--- src/logic/sdram_pkg.sv ---
`default_nettype none

package sdram_pkg;

    // bank 0 word address, as on ba0_addr
    localparam int ba_aw = 22;

    // one bank word per dok
    localparam int ba_dw = 16;

    typedef logic [ba_dw-1:0] word_t;

    // two bank words, the first one read lands in hi
    typedef struct packed {
        word_t hi;
        word_t lo;
    } dword_t;

endpackage

`default_nettype wire

--- src/logic/game_pkg.sv ---
`default_nettype none

package game_pkg;

    // CPU ROMs are addressed in 16-bit words
    localparam int main_aw = 18;
    localparam int sub_aw  = 18;

    // char tiles are addressed in 32-bit units
    localparam int char_aw = 13;

    // ROM regions inside bank 0, in bank words
    localparam logic [sdram_pkg::ba_aw-1:0] main_offset = 22'h00_0000;
    localparam logic [sdram_pkg::ba_aw-1:0] sub_offset  = 22'h04_0000;
    localparam logic [sdram_pkg::ba_aw-1:0] char_offset = 22'h08_0000;

endpackage

`default_nettype wire

--- src/logic/slot_if.sv ---
`timescale 1ns/1ps
`default_nettype none

interface slot_if;

    // request side
    logic                          req;
    logic [sdram_pkg::ba_aw-1:0]   addr;

    // return side, only active for the granted slot
    logic                          gnt;
    logic                          dst;
    logic                          dok;
    logic                          rdy;
    sdram_pkg::word_t              data;

    modport slot (
        output req, addr,
        input  gnt, dst, dok, rdy, data
    );

    modport arbiter (
        input  req, addr,
        output gnt, dst, dok, rdy, data
    );

endinterface

`default_nettype wire

--- src/logic/jtoutrun_rom_slot.sv ---
`timescale 1ns/1ps
`default_nettype none

module jtoutrun_rom_slot #(
    parameter logic [sdram_pkg::ba_aw-1:0] OFFSET = '0,
    parameter int                          AW     = 18,
    parameter type                         payload_t = sdram_pkg::word_t
)(
    input  logic            clk,
    input  logic            arst_n,

    input  logic            cs,
    input  logic [AW-1:0]   addr,
    output payload_t        data,
    output logic            ok,

    slot_if.slot            bus
);

    localparam int PW    = $bits(payload_t);
    localparam int WORDS = PW / sdram_pkg::ba_dw;
    // client address to bank word address
    localparam int SHIFT = $clog2(WORDS);

    logic            valid;
    logic            inflight;
    logic [AW-1:0]   tag;
    logic [AW-1:0]   lat_addr;
    logic [PW-1:0]   asm;
    logic [PW-1:0]   asm_nx;
    logic            miss;
    logic            take;

    // hit is purely combinational against the live address
    assign ok   = cs & valid & (tag == addr);
    assign miss = cs & ~ok & ~bus.req;

    // return strobes count once the bank has taken our access
    assign take = inflight | bus.gnt;

    // words shift in from the bottom, so the first word ends up on top
    always_comb begin
        if (take && bus.dok) begin
            if (bus.dst) begin
                asm_nx = PW'(bus.data);
            end else begin
                asm_nx = PW'({asm, bus.data});
            end
        end else if (take && bus.dst) begin
            // fresh burst
            asm_nx = '0;
        end else begin
            asm_nx = asm;
        end
    end

    always_ff @(posedge clk or negedge arst_n) begin
        if (!arst_n) begin
            valid    <= 1'b0;
            inflight <= 1'b0;
            bus.req  <= 1'b0;
        end else begin
            if (miss) begin
                bus.req <= 1'b1;
            end
            if (bus.gnt) begin
                inflight <= 1'b1;
            end
            if (take && bus.rdy) begin
                bus.req  <= 1'b0;
                inflight <= 1'b0;
                valid    <= 1'b1;
            end
        end
    end

    always_ff @(posedge clk) begin
        asm <= asm_nx;
        if (miss) begin
            lat_addr <= addr;
            bus.addr <= OFFSET + (sdram_pkg::ba_aw'(addr) << SHIFT);
        end
        // the last word arrives together with rdy
        if (take && bus.rdy) begin
            tag  <= lat_addr;
            data <= payload_t'(asm_nx);
        end
    end

endmodule

`default_nettype wire

--- src/logic/jtoutrun_bank_arb.sv ---
`timescale 1ns/1ps
`default_nettype none

module jtoutrun_bank_arb #(
    parameter int CLIENTS = 3
)(
    input  logic            clk,
    input  logic            arst_n,

    slot_if.arbiter         slots [CLIENTS],

    output logic [21:0]     ba0_addr,
    output logic            ba_rd,
    input  logic            ba_ack,
    input  logic            ba_dst,
    input  logic            ba_dok,
    input  logic            ba_rdy,
    input  logic [15:0]     data_read
);

    localparam int IW = CLIENTS > 1 ? $clog2(CLIENTS) : 1;

    logic [CLIENTS-1:0]  req;
    logic [21:0]         req_addr [CLIENTS];
    logic [IW-1:0]       sel;
    logic [IW-1:0]       nxt;
    logic                busy;

    // interface arrays only take constant indexes
    for (genvar i = 0; i < CLIENTS; i++) begin : g_slot
        logic mine;

        assign req[i]      = slots[i].req;
        assign req_addr[i] = slots[i].addr;

        assign mine = busy & (sel == IW'(i));

        assign slots[i].gnt  = mine & ba_rd & ba_ack;
        assign slots[i].dst  = mine & ba_dst;
        assign slots[i].dok  = mine & ba_dok;
        assign slots[i].rdy  = mine & ba_rdy;
        assign slots[i].data = mine ? data_read : '0;
    end

    // next requester after the last one served
    always_comb begin
        int  idx;
        logic found;

        nxt   = sel;
        found = 1'b0;
        for (int k = 1; k <= CLIENTS; k++) begin
            idx = (int'(sel) + k) % CLIENTS;
            if (!found && req[idx]) begin
                found = 1'b1;
                nxt   = IW'(idx);
            end
        end
    end

    // busy low means idle, ba_rd high while waiting for ack
    always_ff @(posedge clk or negedge arst_n) begin
        if (!arst_n) begin
            busy  <= 1'b0;
            ba_rd <= 1'b0;
            sel   <= IW'(CLIENTS - 1);
        end else begin
            if (!busy) begin
                if (|req) begin
                    busy  <= 1'b1;
                    ba_rd <= 1'b1;
                    sel   <= nxt;
                end
            end else begin
                if (ba_rd && ba_ack) begin
                    ba_rd <= 1'b0;
                end
                // the cycle after rdy stays idle
                if (ba_rdy) begin
                    busy <= 1'b0;
                end
            end
        end
    end

    always_ff @(posedge clk) begin
        if (!busy && |req) begin
            ba0_addr <= req_addr[nxt];
        end
    end

endmodule

`default_nettype wire

--- src/logic/jtoutrun_sdram.sv ---
`timescale 1ns/1ps
`default_nettype none

module jtoutrun_sdram #(
    parameter int                          MAIN_AW     = game_pkg::main_aw,
    parameter int                          SUB_AW      = game_pkg::sub_aw,
    parameter int                          CHAR_AW     = game_pkg::char_aw,
    parameter logic [sdram_pkg::ba_aw-1:0] MAIN_OFFSET = game_pkg::main_offset,
    parameter logic [sdram_pkg::ba_aw-1:0] SUB_OFFSET  = game_pkg::sub_offset,
    parameter logic [sdram_pkg::ba_aw-1:0] CHAR_OFFSET = game_pkg::char_offset
)(
    input  logic                          clk,
    input  logic                          arst_n,

    // main CPU ROM
    input  logic                          main_cs,
    input  logic [MAIN_AW-1:0]            main_addr,
    output logic [sdram_pkg::ba_dw-1:0]   main_data,
    output logic                          main_ok,

    // sub CPU ROM
    input  logic                          sub_cs,
    input  logic [SUB_AW-1:0]             sub_addr,
    output logic [sdram_pkg::ba_dw-1:0]   sub_data,
    output logic                          sub_ok,

    // char tiles, 32 bits per access
    input  logic                          char_cs,
    input  logic [CHAR_AW-1:0]            char_addr,
    output logic [2*sdram_pkg::ba_dw-1:0] char_data,
    output logic                          char_ok,

    // bank 0
    output logic [sdram_pkg::ba_aw-1:0]   ba0_addr,
    output logic                          ba_rd,
    input  logic                          ba_ack,
    input  logic                          ba_dst,
    input  logic                          ba_dok,
    input  logic                          ba_rdy,
    input  logic [sdram_pkg::ba_dw-1:0]   data_read
);

    // 0 main, 1 sub, 2 char
    slot_if u_bus [3] ();

    jtoutrun_rom_slot #(
        .OFFSET     ( MAIN_OFFSET        ),
        .AW         ( MAIN_AW            ),
        .payload_t  ( sdram_pkg::word_t  )
    ) u_main_slot (
        .clk        ( clk        ),
        .arst_n     ( arst_n     ),
        .cs         ( main_cs    ),
        .addr       ( main_addr  ),
        .data       ( main_data  ),
        .ok         ( main_ok    ),
        .bus        ( u_bus[0]   )
    );

    jtoutrun_rom_slot #(
        .OFFSET     ( SUB_OFFSET         ),
        .AW         ( SUB_AW             ),
        .payload_t  ( sdram_pkg::word_t  )
    ) u_sub_slot (
        .clk        ( clk        ),
        .arst_n     ( arst_n     ),
        .cs         ( sub_cs     ),
        .addr       ( sub_addr   ),
        .data       ( sub_data   ),
        .ok         ( sub_ok     ),
        .bus        ( u_bus[1]   )
    );

    jtoutrun_rom_slot #(
        .OFFSET     ( CHAR_OFFSET        ),
        .AW         ( CHAR_AW            ),
        .payload_t  ( sdram_pkg::dword_t )
    ) u_char_slot (
        .clk        ( clk        ),
        .arst_n     ( arst_n     ),
        .cs         ( char_cs    ),
        .addr       ( char_addr  ),
        .data       ( char_data  ),
        .ok         ( char_ok    ),
        .bus        ( u_bus[2]   )
    );

    jtoutrun_bank_arb #(
        .CLIENTS    ( 3          )
    ) u_arb (
        .clk        ( clk        ),
        .arst_n     ( arst_n     ),
        .slots      ( u_bus      ),
        .ba0_addr   ( ba0_addr   ),
        .ba_rd      ( ba_rd      ),
        .ba_ack     ( ba_ack     ),
        .ba_dst     ( ba_dst     ),
        .ba_dok     ( ba_dok     ),
        .ba_rdy     ( ba_rdy     ),
        .data_read  ( data_read  )
    );

endmodule

`default_nettype wire

--- config.mk ---
export PLATFORM = sky130hd
export DESIGN_NAME = jtoutrun_sdram
export DESIGN_NICKNAME = d
export VERILOG_FILES = /design/src/logic/sdram_pkg.sv /design/src/logic/game_pkg.sv /design/src/logic/slot_if.sv /design/src/logic/jtoutrun_rom_slot.sv /design/src/logic/jtoutrun_bank_arb.sv /design/src/logic/jtoutrun_sdram.sv
export SDC_FILE = /design/constraint.sdc
export NUM_CORES = 1
export LEC_CHECK = 0
export ABC_AREA = 0
export BUFFER_PORTS_ARGS = -buffer_cell sky130_fd_sc_hd__buf_2
export CAP_MARGIN = 30
export CELL_PAD_IN_SITES_DETAIL_PLACEMENT = 0
export CELL_PAD_IN_SITES_GLOBAL_PLACEMENT = 1
export CORE_ASPECT_RATIO = 1.25
export CORE_MARGIN = 5
export CORE_UTILIZATION = 25
export CTS_CLUSTER_DIAMETER = 50
export DETAILED_ROUTE_END_ITERATION = 8
export PLACE_DENSITY_LB_ADDON = 0.1
export SLEW_MARGIN = 20
export SYNTH_ARGS = -nofsm -noshare
export SYNTH_HDL_FRONTEND = slang
export SYNTH_SLANG_ARGS = --single-unit
--- constraint.sdc ---
create_clock -name clk -period 2.8 [get_ports clk]
set_input_delay 0.28 -clock clk [delete_from_list [all_inputs] [get_ports clk]]
set_output_delay 0.28 -clock clk [all_outputs]
set_load 0.1 [all_outputs]
==> run_results.csv <==
group,metric,value,unit
status,outcome,"finished, final reports clean",
synthesis,yosys.area.top_type_share,0.589,
synthesis,synthFlopType,"edfxtp_1",
power,p_leak,4.94,nW
cells_and_area,regArea,7070,um2
flow_run,drv_cap,0,
power,p_comb_frac,0.327,
timing,tightestPinTransition,0.787,ns
critical_path,criticalPathCategory,"input port to primary output",
clock_tree,path_clk_slew,0.06,ns
routing,via_per_inst,4.19,
routing,drt_iter0_drc,246,
synthesis,synth-edff-count,182,
timing,rsz0062_at_grt,"no",
routing,wl,25200,um
critical_path,regToRegSetupSlack,0.13,ns
grt,grt_pass1_wl,37700,um
power,swShare,0.363,
cells_and_area,drive_above_1_share,0.315,
critical_path,end_kind,"primary output",
floorplan,core_area,37000,um2
critical_path,critPathRequiredTime,2.52,ns
clock_tree,cts_tree,"done",
grt,antenna_found_initial,2,
cells_and_area,multi_input_area,2080,um2
power,p_seq_frac,0.371,
clock_tree,clk_latency,0.51,ns
routing,first_pass_iters,4,
power,peakVddDrop,0.000587,V
critical_path,cp_common_cell,"buf_4",
routing,drc_errors,0,
power,clock_power_share,0.302,
timing,slew_viol_final,0,
floorplan,rows,79,
grt,grt_use_total,0.120,
power,power_per_cell_area,1170,nW/um2
synthesis,syn_area,9280,um2
synthesis,async_flop_share,0.0502,
timing,hold_ws,0.0566,ns
floorplan,io_pins,164,
synthesis,synth-seq-cells,259,
power,p_switching,5.31,mW
timing,relSlewSlack,0.475,
clock_tree,clock_sinks,259,
routing,ant_nets,0,
grt,grt-ovfl-total,0,
critical_path,crit_chain,"dlygate4sd3_1 -> buf_2 -> xor2_1 -> nor4_1 -> buf_4 -> nand4_1 -> nor4_4 -> buf_4 -> buf_12",
timing,clock.fmax,370,MHz
cells_and_area,nFillCells,3621,
worst_hold_path,hold_class,"input port to register",
cells_and_area,area_delta_synth_final,35.0,%
floorplan,start_util,0.251,
synthesis,ys_top_cells_by_area,"edfxtp_1, dfxtp_1, a22o_1, xor2_1, mux2i_1",
timing,final.period_utilization,0.965,
synthesis,synth_warnings,0,
cells_and_area,fin_nets,874,
critical_path,cp_slowest_cell,"dlygate4sd3_1",
power,internal-power,9.33,mW
timing,fin_setup_tns,0,ns
timing,hold_viol,0,
routing,wl_per_cell,19.2,um
clock_tree,numCtsBuffers,35,
placement,place_congestion,0.750,
floorplan,die_area,41100,um2
synthesis,seq_area_frac_synth,0.762,
routing,num_vias,5494,
clock_tree,cts_root_buffer,"clkbuf_16",
critical_path,max_stage_delay,0.54,ns
timing,worst_clock_skew,0.0129,ns
critical_path,critical_path_arrival,2.42,ns
synthesis,avgSynthCellArea,16.8,um2
floorplan,chipHeight,225,um
clock_tree,h-tree-depth,2,
grt,grt_max_degree,33,
clock_tree,cts_buffer_depth,3,
timing,setup_violations,0,
placement,port-buffer-count,161,
floorplan,die_w,182,um
synthesis,synth_cells,552,
placement,dp_hpwl,17900,um
timing,fin_crit,2.70,ns
critical_path,start_kind,"input port",
synthesis,ys_types,43,
critical_path,cp_max_fo,2,
grt,grt_pass1_vias,6148,
synthesis,yosysTopAreaCell,"edfxtp_1",
registers in the layout, summed over array words and instances (netlist names), 2 cells and up:
register	count
u_char_slot.tag	13
u_char_slot.data	32
u_sub_slot.asm	16
u_arb.sel	2
u_sub_slot.data	16
u_main_slot.data	16
u_char_slot.bus.addr	13
u_main_slot.asm	16
u_sub_slot.tag	18
u_main_slot.tag	18
u_arb.ba0_addr	20
u_main_slot.lat_addr	18
u_char_slot.asm	32
u_sub_slot.bus.addr	18
layout by cell type, fill, tap and decap left out, drive strengths merged, types with 3 or more instances in the layout:
cell type,n
ha,3
nand2b,4
dlygate4sd3,51
inv,13
nand2,20
buf,179
o211a,3
clkinv,9
nor2,19
dfrtp,12
edfxtp,182
nor4,13
and2,8
a31oi,7
a21oi,5
dfxtp,64
xnor2,4
clkbuf,47
mux2i,34
o21ai,6
or2,4
o22ai,3
a22o,65
nand4,5
xor2,45
repair_timing:
| item | 4_1_cts | 5_1_grt |
|---|---|---|
| pin swaps | 0 | 1 |
| hold endpoints to repair | 63 | 0 |
| hold buffers | 51 | 0 |
| cloned | 0 | 1 |
| setup buffers | 0 | 1 |
| endpoints found under the setup margin | 1 | 16 |
| gates resized for setup | 1 | 4 |
area by class of cell:
cell class | instances | area share
diodes | 2 | 0.000400
clock buffers | 45 | 0.0787
clock inverters | 18 | 0.0153
inverters | 7 | 0.00210
multi-input cells | 262 | 0.166
flip-flops and latches | 259 | 0.565
well taps | 486 | 0.0485
repair buffers | 232 | 0.124
cell families after synthesis:
| family | count (synthesis) | synth area share |
|---|---|---|
| adder cells (fa/ha/maj) | 3 | 0.00404 |
| multiplexers | 34 | 0.0367 |
| flip-flops | 259 | 0.762 |
| other | 1 | 0.000404 |
| AO/OA/AOI/OAI | 97 | 0.0848 |
| AND/OR/NAND/NOR | 77 | 0.0439 |
| XOR/XNOR | 49 | 0.0462 |
| buffers and inverters | 32 | 0.0218 |
path summary, 6_finish.rpt:
kind,from,to,depth (start not counted)
min in group asynchronous,arst_n,u_char_slot.valid,2
max in group asynchronous,arst_n,u_arb.sel[1],2
hold reg to reg,u_char_slot.bus.addr[2],u_char_slot.tag[1],0
setup reg to reg,u_arb.sel[1],u_arb.ba0_addr[13],10
setup / recovery,main_addr[13],main_ok,9
hold / removal,data_read[14],u_main_slot.asm[14],2
power groups by stage:
stage / combinational (mW) / sequential [mW] / clock, mW
floorplan: 2.14 / 7.01 / 0
CTS: 4.71 / 5.44 / 4.58
global placement: 4.54 / 5.52 / 0
global route: 5.13 / 5.51 / 4.73
detailed placement: 4.63 / 5.51 / 0
finish: 4.78 / 5.43 / 4.43
through the flow:
step | util | instance area (um2) | setup WS, ns | total power [mW] | std cells
floorplan | - | 9330 | 0.0920 | 9.14 | 553
global placement | 0.292 | 10800 | 0.197 | 10.1 | 1192
detailed placement | 0.292 | 10800 | 0.0644 | 10.1 | 1193
CTS | 0.337 | 12500 | 0.00860 | 14.7 | 1307
global route | 0.339 | 12500 | 0.00891 | 15.4 | 1310
finish | 0.339 | 12500 | 0.0985 | 14.6 | 1311
synthesized netlist by cell type, types with 3 or more instances:
cell / count
or2_2: 3
a31oi_1: 7
nor2_1: 19
edfxtp_1: 182
mux2i_1: 34
buf_4: 5
buf_6: 6
ha_1: 3
dfxtp_1: 64
clkbuf_1: 11
a21oi_1: 5
nand2b_1: 4
inv_1: 5
nand4_1: 5
nand2_1: 19
dfrtp_1: 12
a22o_1: 65
nor4_1: 13
o22ai_1: 3
o211a_1: 3
xnor2_1: 4
o21ai_1: 5
and2_1: 5
xor2_1: 45
layer usage:
metal  up-vias  routed length [um]  GRT usage
met5         -                   0          0
met4         0                 350     0.0276
met3        26                1870     0.0428
met2       172               13000      0.216
met1      2700                9990      0.135
li1       2596                   -          -
worst max-delay path: cells and delay by family:
kind | cells | cell delay [ns]
buffers and inverters | 5 | 1.19
XOR/XNOR | 1 | 0.16
AND/OR/NAND/NOR | 3 | 0.79
(Power assumes the default switching activity.)
